<file path="config.mk">
export PLATFORM = sky130hd
export DESIGN_NAME = sram_fifo_ctrl
export DESIGN_NICKNAME = d
export VERILOG_FILES = /design/src/sram_fifo_pkg.sv /design/src/sram_fifo_ctrl.sv
export SDC_FILE = /design/constraint.sdc
export NUM_CORES = 1
export LEC_CHECK = 0
export ABC_AREA = 1
export ABC_CLOCK_PERIOD_IN_PS = 5240
export BUFFER_PORTS_ARGS = -buffer_cell sky130_fd_sc_hd__buf_2
export CAP_MARGIN = 5
export CORE_ASPECT_RATIO = 1.1
export CORE_UTILIZATION = 58
export DETAILED_ROUTE_END_ITERATION = 8
export HOLD_SLACK_MARGIN = 0.08
export PLACE_DENSITY = 0.82
export SLEW_MARGIN = 20
export SYNTH_ARGS = -nofsm -noshare
export SYNTH_HDL_FRONTEND = slang
export SYNTH_SLANG_ARGS = --single-unit
</file>
<file path="constraint.sdc">
create_clock -name BUS_CLK -period 5.24 [get_ports BUS_CLK]
set_input_delay 1.31 -clock BUS_CLK [delete_from_list [all_inputs] [get_ports BUS_CLK]]
set_output_delay 1.31 -clock BUS_CLK [all_outputs]
set_load 0.01 [all_outputs]
</file>
<file path="src/sram_fifo_pkg.sv">
// ----------------------------------------------------------------------
// sram fifo shared definitions
// register map, sram address width and the structs passed between
// the buffer, the sram controller and the register file
// ----------------------------------------------------------------------
package sram_fifo_pkg;

    localparam int SRAM_AW = 20;                // 1M x 16 external sram

    localparam logic [7:0] VERSION = 8'd2;

    localparam logic [15:0] REG_CTRL  = 16'd0;  // read version, write soft reset
    localparam logic [15:0] REG_AF    = 16'd1;
    localparam logic [15:0] REG_AE    = 16'd2;
    localparam logic [15:0] REG_ERR   = 16'd3;
    localparam logic [15:0] REG_SIZE0 = 16'd4;  // read latches 5 and 6
    localparam logic [15:0] REG_SIZE1 = 16'd5;
    localparam logic [15:0] REG_SIZE2 = 16'd6;

    typedef struct packed {
        logic [15:0] addr;
        logic [7:0]  wdata;
        logic        rd;
        logic        wr;
    } bus_req_t;

    // polarity is active high here, pins are inverted at the top
    typedef struct packed {
        logic [SRAM_AW-1:0] addr;
        logic [15:0]        wdata;
        logic               we;
        logic               oe;
    } sram_bus_t;

    typedef struct packed {
        logic [SRAM_AW:0] size;                 // 16-bit words incl. held word
        logic             empty;
        logic             full;
    } fifo_status_t;

endpackage

</file>
<file path="src/sram_fifo_ctrl.sv">
// ----------------------------------------------------------------------
// sram ring buffer controller
// writes buffered words into the sram as two halves, prefetches words
// for the host port and serializes them into bytes
// ----------------------------------------------------------------------
`timescale 1ns/10ps

module sram_fifo_ctrl
    import sram_fifo_pkg::*;
#(
    parameter int DEPTH = 1048576
) (
    input  logic         BUS_CLK,
    input  logic         RST,
    input  logic [31:0]  buf_data,
    input  logic         buf_empty,
    output logic         buf_pop,
    output sram_bus_t    sram,
    input  logic [15:0]  sram_rdata,
    input  logic         usb_read,
    output logic [7:0]   usb_data,
    output logic         rd_error_inc,
    output fifo_status_t status
);

    localparam logic [1:0] RD_TRY  = 2'd0;
    localparam logic [1:0] RD_SRAM = 2'd1;
    localparam logic [1:0] RD_HOLD = 2'd2;

    localparam logic [SRAM_AW-1:0] LAST_ADDR = SRAM_AW'(DEPTH - 1);

    logic [SRAM_AW-1:0] wr_ptr;
    logic [SRAM_AW-1:0] rd_ptr;
    logic [SRAM_AW-1:0] wr_ptr_next;
    logic [SRAM_AW-1:0] rd_ptr_next;
    logic               full_ff;
    logic               upper_half;
    logic               ring_empty;
    logic               write_sram;
    logic               read_sram;
    logic [1:0]         rd_state;
    logic [1:0]         rd_state_next;
    logic               byte_sel;
    logic [15:0]        held_word;
    logic [SRAM_AW:0]   ring_words;
    logic [SRAM_AW:0]   level;

    function automatic logic [SRAM_AW-1:0] ptr_inc(input logic [SRAM_AW-1:0] p);
        return (p == LAST_ADDR) ? '0 : p + 1'b1;
    endfunction

    assign ring_empty = (wr_ptr == rd_ptr);
    assign read_sram  = (rd_state == RD_SRAM);
    assign write_sram = !buf_empty && !full_ff && !read_sram;   // reads win
    assign buf_pop    = write_sram && upper_half;

    always_comb begin
        wr_ptr_next = write_sram ? ptr_inc(wr_ptr) : wr_ptr;
        rd_ptr_next = read_sram ? ptr_inc(rd_ptr) : rd_ptr;
    end

    always_ff @(posedge BUS_CLK) begin
        if (RST) begin
            wr_ptr     <= '0;
            rd_ptr     <= '0;
            full_ff    <= 1'b0;
            upper_half <= 1'b0;
        end else begin
            wr_ptr  <= wr_ptr_next;
            rd_ptr  <= rd_ptr_next;
            full_ff <= (ptr_inc(wr_ptr_next) == rd_ptr_next);  // one slot kept free
            if (write_sram)
                upper_half <= !upper_half;
        end
    end

    // read prefetch
    always_comb begin
        rd_state_next = rd_state;
        case (rd_state)
            RD_TRY: begin
                if (!ring_empty)
                    rd_state_next = RD_SRAM;
            end
            RD_SRAM: begin
                rd_state_next = RD_HOLD;
            end
            RD_HOLD: begin
                if (usb_read && byte_sel)
                    rd_state_next = ring_empty ? RD_TRY : RD_SRAM;
            end
            default: begin
                rd_state_next = RD_TRY;
            end
        endcase
    end

    always_ff @(posedge BUS_CLK) begin
        if (RST) begin
            rd_state <= RD_TRY;
            byte_sel <= 1'b0;
        end else begin
            rd_state <= rd_state_next;
            if (rd_state == RD_HOLD && usb_read)
                byte_sel <= !byte_sel;
        end
    end

    always_ff @(posedge BUS_CLK) begin
        if (read_sram)
            held_word <= sram_rdata;
    end

    assign usb_data     = byte_sel ? held_word[15:8] : held_word[7:0];
    assign rd_error_inc = usb_read && (rd_state != RD_HOLD) && ring_empty;

    always_comb begin
        if (wr_ptr >= rd_ptr)
            ring_words = {1'b0, wr_ptr} - {1'b0, rd_ptr};
        else
            ring_words = {1'b0, wr_ptr} + (SRAM_AW+1)'(DEPTH) - {1'b0, rd_ptr};
        level = ring_words + (SRAM_AW+1)'(rd_state == RD_HOLD);   // held word counts
    end

    assign status.size  = level;
    assign status.empty = (level == '0);
    assign status.full  = full_ff;

    assign sram.addr  = read_sram ? rd_ptr : wr_ptr;
    assign sram.wdata = upper_half ? buf_data[31:16] : buf_data[15:0];
    assign sram.we    = write_sram;
    assign sram.oe    = read_sram;

    a_no_read_empty: assert property (@(posedge BUS_CLK) disable iff (RST)
        read_sram |-> !ring_empty);

endmodule

</file>
---- Yosys cells after proc, flatten, opt, wreduce, memory -nomap -nowiden ----
Cells that the tools add are included.
cells by class
  $lt $le $gt $ge ......................... 1
  eq/ne operators ......................... 10
  div/mod/pow operators ................... 0
  shifts and indexed selects .............. 0
  multiply operators ...................... 0
  reduce and logical (&&, ||, !) cells .... 15
  add/sub/neg operators ................... 7
  muxes and demuxes ....................... 13
  bitwise gates (word level) .............. 0
operators with widths
  cell                      number
  $mux W20                  6
  $add A20 B1 Y20 const B   3
  $eq A20 B20 Y1 const B    3
  $eq A20 B20 Y1            2
  $add A20 B21 Y21 const B  1
  $add A21 B1 Y21           1
  $logic_not A21 Y1         1
  $mux W21                  1
  $sub A20 B20 Y21          1
  $sub A21 B20 Y21          1
  $ge A20 B20 Y1            1
  $mux W16                  1
  $mux W8                   1
  $logic_and A1 B1 Y1       7
  $ne A2 B2 Y1 const B      3
  $pmux W2 S3               1
  $logic_not A1 Y1          5
  $mux W2                   2
  $eq A2 B1 Y1 const B      1
  $eq A2 B2 Y1 const B      1
  $logic_not A2 Y1          1
  $reduce_and A2 Y1         1
  $mux W1                   1
word-level totals
  memories kept ........................... 0
  RAM bits ................................ 0
  memory bits (read-only) ................. 0
  logic and storage cells ................. 53
  output and inout port bits .............. 71
  bits in latches ......................... 0
  register bits ........................... 61

---- Logic depth before layout (Yosys ltp) ----
Gate-level depths: netlist of run 1.
  word-level depth ........................ 7
  mapped depth ............................ 25
  mapped depth without buffers ............ 24

---- Worst setup path after synthesis of run 1 ----
No wires, ideal clock.
  path kind ............................... register -> output
  start point ............................. register wr_ptr[0]
  end point ............................... output port status[1] (netlist name)
  data arrival time ....................... 2.690 ns
  buffers on the path ..................... 0
  stages on the path, launching flop included .. 21
  path slack .............................. 1.240 ns
  data required time ...................... 3.930 ns
  path through ............................ dfxtp_1 > inv_1 > ha_1 > inv_1 > fa_1 > nand2_1 > nand2_1 > nand2_1 > nor2_1 > nor2_1 > xnor2_1 > inv_1 > nor2_1 > nand2_1 > nor2_1 > nand2_1 > nand2_1 > inv_1 > nor2_1 > nand4_1 > nor2_1
RTL lines
  element                   line                  text
  start: declaration        sram_fifo_ctrl.sv:32  logic [SRAM_AW-1:0] wr_ptr;
  start signal: assignment  sram_fifo_ctrl.sv:69  wr_ptr <= wr_ptr_next;
  end: declaration          sram_fifo_ctrl.sv:23  output fifo_status_t status

==> results of run 1 <==
## registers in the layout, summed over array words and instances (netlist names)
name	count
full_ff	1
rd_state	2
held_word	16
rd_ptr	20
wr_ptr	20
byte_sel	1
upper_half	1
## power by group
group	internal (mW)	switching, mW	total [mW]
combinational	0.449	0.817	1.27
sequential	0.537	0.0469	0.584
clock	0.367	0.228	0.595
total	1.35	1.09	2.44
## synth_stat cells (7+ instances only)
master	count
nor3_1	10
inv_1	163
o21ai_0	46
nor2_1	155
dfxtp_1	45
nor2_4	9
ha_1	26
xor2_1	28
nand3b_1	10
xnor2_1	7
edfxtp_1	16
a21oi_1	24
nand2_1	372
nand4_1	31
clkbuf_1	13
nand3_1	92
nand2_2	14
## routing by layer
layer | share of wire, % | GRT usage, %
met2 | 48 | 55.0
met1 | 42 | 39.5
met3 | 6.1 | 4.30
met5 | 0 | 0
met4 | 4.1 | 16.1
## worst min path at each step
| stage | to | slack (ps) | depth (start not counted) |
|---|---|---|---|
| 5_1_grt | rd_ptr[8] | 660 | 2 |
| 3_3_place_gp | rd_ptr[18] | 550 | 2 |
| 6_report | rd_ptr[18] | 590 | 2 |
| 3_5_place_dp | rd_ptr[18] | 580 | 2 |
| 4_1_cts | rd_ptr[18] | 590 | 2 |
| 2_1_floorplan | rd_ptr[18] | 510 | 2 |
## area by class of cell
class                   count  area [um2]  area share, %
multi-input cells         861        4270           57.9
flip-flops and latches     61        1380           18.7
inverters                 170         638           8.65
repair buffers            122         611           8.28
clock buffers              10         229           3.11
well taps                 143         179           2.43
clock inverters             6        63.8          0.865
## critical path: stages, from the launching register on
cell	delay [ps]
dfxtp_1	340
inv_1	130
ha_1	170
inv_1	70
fa_1	380
nand2_1	90
nand2_1	80
nand2_1	80
nor2_1	40
nor2_1	150
xnor2_1	200
inv_1	110
nor2_1	240
nand2_1	140
nor4_1	340
nand3_1	140
o21ai_0	180
nand2_1	60
buf_2	130
## logic make-up after synthesis
| group | after synthesis | synth area share, % |
|---|---|---|
| buffers and inverters | 192 | 11.8 |
| adder cells (fa/ha/maj) | 27 | 5.39 |
| AND/OR/NAND/NOR | 716 | 49.4 |
| flip-flops | 61 | 21.6 |
| XOR/XNOR | 36 | 5.04 |
| AO/OA/AOI/OAI | 82 | 6.86 |
## metrics by stage
stage / setup WS (ps) / utilization [%] / hold WS [ps] / cells / instance area (um2)
2_1_floorplan: 1240 / - / 509 / 1114 / 6410
3_3_place_gp: 947 / 66.9 / 551 / 1357 / 7080
3_5_place_dp: 870 / 66.9 / 581 / 1357 / 7080
4_1_cts: 510 / 69.6 / 594 / 1373 / 7370
5_1_grt: 39.9 / 69.6 / 656 / 1373 / 7370
6_report: 511 / 69.6 / 592 / 1373 / 7370
==> results.sh, run 1 <==
export IMPL_run_status="finished clean"
export IMPL_io_buffers=122
export IMPL_critical_path_endpoint="status[22]"
export IMPL_timing_hold_violations_final=0
export IMPL_cts_repair_timing_setup_buffer_count=0
export IMPL_worst_endpoint_arrival_ps=3420
export IMPL_ys_warn_count=0
export IMPL_gp_congestion=0.947
export IMPL_tritoncts="built"
export IMPL_crit_fanout=5
export IMPL_fin_worst_skew_ps=12.1
export IMPL_async_flop_share_pct=0
export IMPL_post_synth_top_area_cell="nand2_1"
export IMPL_dieArea_mm2=0.0115
export IMPL_floorplan_initialDensity_pct=60.5
export IMPL_core_rowCount=39
export IMPL_viasPerCell=5.25
export IMPL_htree_num_levels=3
export IMPL_worstSetupStartpoint="wr_ptr[0]"
export IMPL_number_of_nets_in_the_finished_design=1304
export IMPL_regToRegStartpoint="rd_state[0]"
export IMPL_grt_antenna_before_repair=0
export IMPL_rsz0062_at_grt="false"
export IMPL_global_route_usage_total_pct=32.3
export IMPL_first_iter_violations=512
export IMPL_worst_hold_startpoint="rd_ptr[18]"
export IMPL_sequential_to_total_area_share_from_yosys_stat_pct=21.6
export IMPL_clkTransAtPathRegs_ps=50
export IMPL_ctsResizeCount=0
export IMPL_grt_first_pass_wirelength_mm=29.4
export IMPL_detailedRoute_firstPassIterationCount=5
export IMPL_crit_type="reg -> out"
export IMPL_pin_count=123
export IMPL_worstHoldPathType="reg -> reg"
export IMPL_dp_hpwl_mm=14.1
export IMPL_total_leakage_power_nw=4.00
export IMPL_final_layout_size_suffix_gt1_share_pct=15.0
export IMPL_post_detailed_route_drc_marker_count=0
export IMPL_die_w_um=102
export IMPL_min_period_over_period_pct=90.3
export IMPL_synth_ff_latch_count=61
export IMPL_syn_inst=1114
export IMPL_drt_wirelength_mm=17.9
export IMPL_clock_root_buffer="clkbuf_16"
export IMPL_synth_top_cells_by_area="nand2_1, dfxtp_1, inv_1, nor2_1, edfxtp_1"
export IMPL_setup_violations_final=0
export IMPL_antenna_left=0
export IMPL_report_power_total_mw=2.44
export IMPL_worst_r2r_path_depth=21
export IMPL_fmax_ghz=0.211
export IMPL_synth_top_flop_cell="dfxtp_1"
export IMPL_insertion_delay_ps=330
export IMPL_synthToLayoutAreaGrowth_pct=15.1
export IMPL_most_common_layout_cells="nand2_1, inv_1, nor2_1"
export IMPL_synth_fp_nets=1193
export IMPL_core_mm2=0.0106
export IMPL_synth_top_area_share_pct=21.8
export IMPL_quantity_of_hold_fixing_buffers_added_after_cts=0
export IMPL_synth_edf_count=16
export IMPL_final_common_cell="nand2_1"
export IMPL_power_per_cell_area_mw_per_mm2=332
export IMPL_cts_sinks=61
export IMPL_first_global_vias=6576
export IMPL_crit_path_start_kind="register"
export IMPL_timing_final_max_slew_violations=0
export IMPL_slew_limit_headroom_pct=33.0
export IMPL_route_vias_total=7212
export IMPL_min_period_ps=4730
export IMPL_critical_path_reg2reg_endpoint="full_ff"
export IMPL_max_cap_viol_count=0
export IMPL_grt_start_max_net_pins=46
export IMPL_num_antenna_cells=0
export IMPL_synth_area_mm2=0.00641
export IMPL_critical_path_endpoint_type="output port"
export IMPL_post_synth_num_cell_types=41
export IMPL_r2r_slack_ps=1740
export IMPL_cts_buffer_depth=2
export IMPL_fp_dieH_um=112
export IMPL_syn_avg_cell_area_um2=5.75
export IMPL_worst_slew_pin_slew_ps=1000
export IMPL_crit_required_ps=3930
export IMPL_cts_buffers_inserted=9
export IMPL_avgRoutedWirePerCell_um=13.1
export IMPL_fin_tns_setup_ps=0
export IMPL_vdd_ir_drop_worst_v=0.000187
export IMPL_grt_overflow=0
export IMPL_final_fill_count=1033
Power figures use the tool's default switching activity.
==> inputs of run 2 (changes only) <==
--- a/config.mk
+++ b/config.mk
@@ -7,7 +7,7 @@
 export LEC_CHECK = 0
 export ABC_AREA = 1
 export ABC_CLOCK_PERIOD_IN_PS = 5240
-export BUFFER_PORTS_ARGS = -buffer_cell sky130_fd_sc_hd__buf_2
+export BUFFER_PORTS_ARGS = -buffer_cell sky130_fd_sc_hd__buf_4
 export CAP_MARGIN = 5
 export CORE_ASPECT_RATIO = 1.1
 export CORE_UTILIZATION = 58
==> results.sh, run 2 (synthesis results as in run 1) <==
export IMPL_worstHoldPathType="reg -> reg"
export IMPL_holdPathEnd="rd_ptr[18]"
export IMPL_worst_r2r_path_depth=21
export IMPL_final_layout_size_suffix_gt1_share_pct=15.2
export IMPL_setup_violations_final=0
export IMPL_cts_buffers_inserted=9
export IMPL_fp_dieH_um=112
export IMPL_rsz0062_at_grt="false"
export IMPL_final_common_cell="nand2_1"
export IMPL_min_period_ps=4730
export IMPL_route_vias_total=7125
export IMPL_drt_met1_wl_mm=7.59
export IMPL_floorplan_initialDensity_pct=60.5
export IMPL_fin_worst_skew_ps=4.48
export IMPL_core_mm2=0.0106
export IMPL_crit_path_start_kind="register"
export IMPL_die_w_um=102
export IMPL_wl_met2_mm=8.87
export IMPL_r2r_slack_ps=1790
export IMPL_min_path_cells=2
export IMPL_fin_tns_setup_ps=0
export IMPL_crit_type="reg -> out"
export IMPL_worst_hold_startpoint="rd_ptr[18]"
export IMPL_clock_root_buffer="clkbuf_16"
export IMPL_fmax_ghz=0.211
export IMPL_quantity_of_hold_fixing_buffers_added_after_cts=0
export IMPL_global_route_usage_total_pct=32.7
export IMPL_critical_path_reg2reg_endpoint="full_ff"
export IMPL_timing_hold_violations_final=0
export IMPL_clkTransAtPathRegs_ps=60
export IMPL_detailedRoute_firstPassIterationCount=6
export IMPL_worst_endpoint_arrival_ps=3420
export IMPL_pin_count=123
export IMPL_gp_congestion=0.975
export IMPL_grt_antenna_before_repair=0
export IMPL_cts_sinks=61
export IMPL_first_global_vias=6476
export IMPL_dp_hpwl_mm=14.6
export IMPL_layout_setup_ws_ps=509
export IMPL_antenna_left=0
export IMPL_worst_hold_margin_ps=578
export IMPL_ctsResizeCount=0
export IMPL_grt_first_pass_wirelength_mm=29.5
export IMPL_viasPerCell=5.18
export IMPL_dieArea_mm2=0.0115
export IMPL_htree_num_levels=3
export IMPL_synthToLayoutAreaGrowth_pct=19.8
export IMPL_power_per_cell_area_mw_per_mm2=328
export IMPL_core_rowCount=39
export IMPL_most_common_layout_cells="nand2_1, inv_1, nor2_1"
export IMPL_final_cells=1376
export IMPL_crit_required_ps=3930
export IMPL_total_leakage_power_nw=4.08
export IMPL_max_cap_viol_count=0
export IMPL_worst_slew_pin_slew_ps=596
export IMPL_crit_fanout=5
export IMPL_cts_buffer_depth=2
export IMPL_num_antenna_cells=0
export IMPL_number_of_nets_in_the_finished_design=1307
export IMPL_grt_overflow=0
export IMPL_place_inst=1360
export IMPL_vdd_ir_drop_worst_v=0.000228
export IMPL_insertion_delay_ps=330
export IMPL_first_iter_violations=404
export IMPL_min_period_over_period_pct=90.3
export IMPL_timing_final_max_slew_violations=0
export IMPL_place_ws_ps=876
export IMPL_grt_start_max_net_pins=46
export IMPL_layout_top_registers="rd_ptr: 20 flops, wr_ptr: 20 flops, held_word: 16 flops"
export IMPL_slew_limit_headroom_pct=60.2
export IMPL_length_of_routed_met3_wiring_mm=1.05
export IMPL_regToRegStartpoint="rd_state[0]"
export IMPL_tritoncts="built"
export IMPL_avgRoutedWirePerCell_um=13.3
export IMPL_run_status="finished clean"
export IMPL_drt_wirelength_mm=18.3
export IMPL_cts_repair_timing_setup_buffer_count=0
export IMPL_highest_signal_layer="met4"
export IMPL_io_buffers=122
export IMPL_critical_path_endpoint_type="output port"
export IMPL_post_detailed_route_drc_marker_count=0
[run 2: layer usage]
layer,vias to the layer above,GRT usage [%]
li1,3718,-
met3,58,3.92
met2,218,57.1
met1,3131,39.1
met4,0,15.7
met5,-,0
[run 2: cell type report]
class / instances / area, um2
inverter: 170 / 638
sequential: 61 / 1380
fill: 987 / 2910
timing repair buffer: 125 / 938
tap: 143 / 179
clock inverter: 6 / 38.8
clock buffer: 10 / 229
multi-input combinational: 861 / 4270
[run 2: per-stage QoR]
stage	utilization, %	power, mW	instance area (um2)
4_1_cts	72.5	2.52	7680
5_1_grt	72.5	2.72	7680
6_report	72.5	2.52	7680
2_1_floorplan	-	1.51	6410
3_3_place_gp	70.0	1.96	7410
3_5_place_dp	70.0	1.98	7410
[run 2: critical path: stages, from the launching register on]
cell and delay (ps):
dfxtp_1 350, inv_1 130, ha_1 150, inv_1 80, fa_1 380, nand2_1 90
nand2_1 80, nand2_1 80, nor2_1 40, nor2_1 160, xnor2_1 210, inv_1 110
nor2_1 250, nand2_1 140, nor2_1 200, nand2_1 80, nand2_1 70, inv_1 50
nor2_1 100, nand4_1 110, nor2_1 110, buf_4 120
[run 2: worst max-delay path by stage]
stage | from | to | slack [ps] | cells after the start
final | wr_ptr[0] | status[1] | 510 | 21
after global routing | wr_ptr[0] | status[1] | 130 | 20
after CTS | wr_ptr[0] | status[1] | 520 | 19
after detailed placement | wr_ptr[0] | status[22] | 880 | 18
after global placement | wr_ptr[0] | status[22] | 930 | 18
after floorplan | wr_ptr[0] | status[1] | 1240 | 20
[run 2: power by group]
| part | internal, mW | switching, mW |
|---|---|---|
| combinational | 0.563 | 0.840 |
| clock | 0.319 | 0.223 |
| sequential | 0.536 | 0.0394 |
==> inputs of run 3 (changes only) <==
--- a/config.mk
+++ b/config.mk
@@ -5,7 +5,6 @@
 export SDC_FILE = /design/constraint.sdc
 export NUM_CORES = 1
 export LEC_CHECK = 0
-export ABC_AREA = 1
 export ABC_CLOCK_PERIOD_IN_PS = 5240
 export BUFFER_PORTS_ARGS = -buffer_cell sky130_fd_sc_hd__buf_4
 export CAP_MARGIN = 5
@@ -13,7 +12,7 @@
 export CORE_UTILIZATION = 58
 export DETAILED_ROUTE_END_ITERATION = 8
 export HOLD_SLACK_MARGIN = 0.08
-export PLACE_DENSITY = 0.82
+export PLACE_DENSITY = 0.83
 export SLEW_MARGIN = 20
 export SYNTH_ARGS = -nofsm -noshare
 export SYNTH_HDL_FRONTEND = slang
==> results.sh, run 3 <==
export IMPL_run_status="finished, violations left"
export IMPL_violated_checks="setup timing"
export IMPL_wl_met2_mm=9.49
export IMPL_dieArea_mm2=0.0109
export IMPL_tritoncts="built"
export IMPL_layout_top_registers="rd_ptr: 20 flops, wr_ptr: 20 flops, held_word: 16 flops"
export IMPL_min_period_ps=5290
export IMPL_crit_fanout=4
export IMPL_ys_warn_count=0
export IMPL_io_buffers=122
export IMPL_post_synth_num_cell_types=73
export IMPL_viasPerCell=6.25
export IMPL_fin_worst_skew_ps=17.3
export IMPL_synth_top_flop_cell="dfxtp_1"
export IMPL_insertion_delay_ps=350
export IMPL_max_cap_viol_count=0
export IMPL_cts_buffers_inserted=9
export IMPL_async_flop_share_pct=0
export IMPL_placed_cell_area_mm2=0.00730
export IMPL_vdd_ir_drop_worst_v=0.000290
export IMPL_number_of_nets_in_the_finished_design=1008
export IMPL_worstSetupStartpoint="wr_ptr[0]"
export IMPL_global_route_usage_total_pct=35.6
export IMPL_grt_antenna_before_repair=0
export IMPL_finalInstanceArea_mm2=0.00784
export IMPL_fmax_ghz=0.189
export IMPL_timing_final_max_slew_violations=0
export IMPL_syn_avg_cell_area_um2=7.69
export IMPL_timing_hold_violations_final=0
export IMPL_layout_setup_ws_ps=-48.9
export IMPL_synth_ff_latch_count=61
export IMPL_avgRoutedWirePerCell_um=18.5
export IMPL_grt_start_max_net_pins=46
export IMPL_critical_path_endpoint_type="output port"
export IMPL_synth_fp_nets=871
export IMPL_slew_limit_headroom_pct=33.8
export IMPL_drt_wirelength_mm=19.8
export IMPL_most_frequent_cells_after_synthesis="nor2_1, nand2_1, xnor2_1"
export IMPL_crit_required_ps=3930
export IMPL_worst_slew_pin_slew_ps=968
export IMPL_synth_top_area_share_pct=14.8
export IMPL_post_detailed_route_drc_marker_count=0
export IMPL_rsz0062_at_grt="true"
export IMPL_final_cells=1074
export IMPL_num_antenna_cells=0
export IMPL_core_mm2=0.0100
export IMPL_synthToLayoutAreaGrowth_pct=28.7
export IMPL_total_leakage_power_nw=3.18
export IMPL_htree_num_levels=3
export IMPL_most_common_layout_cells="buf_4, nor2_1, nand2_1"
export IMPL_antenna_left=0
export IMPL_min_path_cells=1
export IMPL_detailedRoute_firstPassIterationCount=5
export IMPL_power_per_cell_area_mw_per_mm2=365
export IMPL_pin_count=123
export IMPL_floorplan_initialDensity_pct=60.7
export IMPL_first_iter_violations=543
export IMPL_die_w_um=99.7
export IMPL_utilization_pct=78.1
export IMPL_regToRegStartpoint="wr_ptr[4]"
export IMPL_worst_r2r_path_depth=16
export IMPL_synth_edf_count=16
export IMPL_setup_violations_final=1
export IMPL_drt_met1_wl_mm=8.32
export IMPL_post_synth_top_area_cell="dfxtp_1"
export IMPL_final_layout_size_suffix_gt1_share_pct=29.3
export IMPL_worst_endpoint_arrival_ps=3980
export IMPL_highest_signal_layer="met4"
export IMPL_gp_congestion=0.973
export IMPL_synthMostInstantiatedCell="nor2_1"
export IMPL_fp_dieH_um=109
export IMPL_place_inst=1046
export IMPL_length_of_routed_met3_wiring_mm=1.39
export IMPL_synth_area_mm2=0.00609
export IMPL_sequential_to_total_area_share_from_yosys_stat_pct=22.7
export IMPL_worstHoldPathType="reg -> reg"
export IMPL_route_vias_total=6716
export IMPL_worst_hold_margin_ps=546
export IMPL_worst_hold_startpoint="rd_state[0]"
export IMPL_cts_buffer_depth=2
export IMPL_crit_path_start_kind="register"
export IMPL_clkTransAtPathRegs_ps=70
export IMPL_dp_hpwl_mm=15.0
export IMPL_clock_root_buffer="clkbuf_8"
export IMPL_first_global_vias=6229
export IMPL_grt_first_pass_wirelength_mm=30.6
export IMPL_grt_overflow=0
export IMPL_cts_sinks=61
export IMPL_synth_top_cells_by_area="dfxtp_1, edfxtp_1, xnor2_1, ha_1, nor2_1"
export IMPL_min_period_over_period_pct=101
export IMPL_final_common_cell="buf_4"
export IMPL_crit_type="reg -> out"
export IMPL_syn_inst=792
export IMPL_core_rowCount=38
-- run 3: what timing repair did --
item                       CTS  global route
hold buffers                 0             0
pin swaps                   10            16
setup endpoints to repair    3             3
resized for setup           24            30
buffers inserted             7             5
-- run 3: power breakdown --
part / switching, mW / total (mW) / internal [mW]
combinational: 0.908 / 1.79 / 0.882
sequential: 0.0487 / 0.592 / 0.544
clock: 0.206 / 0.476 / 0.270
total: 1.16 / 2.86 / 1.70
-- run 3: cell type report --
cell class	instances	area (um2)
inverters	35	134
clock buffers	9	124
fillers	739	2190
well taps	140	175
repair buffers	172	1290
clock inverters	7	98.8
multi-input cells	650	4620
flip-flops and latches	61	1390
-- run 3: per-stage QoR --
stage               power (mW)  setup WS (ps)  setup TNS (ps)
finish                    2.86          -48.9           -48.9
global route              3.01           -302            -464
CTS                       2.70          -46.3           -46.3
detailed placement        2.09          -43.5           -43.5
global placement          2.05            117               0
floorplan                 1.50           3.70               0
-- run 3: kinds of logic after synthesis --
group	synth area share, %
multiplexers	5.09
buffers and inverters	5.57
flip-flops	22.7
XOR/XNOR	12.2
AND/OR/NAND/NOR	32.2
AO/OA/AOI/OAI	16.6
adder cells (fa/ha/maj)	5.67
-- run 3: worst max-delay path: stages (launching register included) --
cell and delay, ps:
dfxtp_2 330, inv_2 70, ha_4 140, inv_2 30, fa_2 380, a211oi_4 340
buf_4 180, o21a_1 150, nand4b_1 180, or3_4 370, or4_4 430, xnor2_2 170
nor4b_4 280, nand4b_1 180, nor4_4 240, buf_4 160
-- run 3: path summary, 6_finish.rpt --
path / slack (ps) / to
min reg2reg: 550 / rd_state[0]
max: -50 / status[1]
max reg2reg: 1010 / full_ff
min: 550 / rd_state[0]
-- run 3: routing by layer --
| metal | GRT usage [%] | up-vias |
|---|---|---|
| met5 | 0 | - |
| li1 | - | 3172 |
| met1 | 47.0 | 3182 |
| met2 | 59.0 | 315 |
| met3 | 4.51 | 47 |
| met4 | 14.6 | 0 |
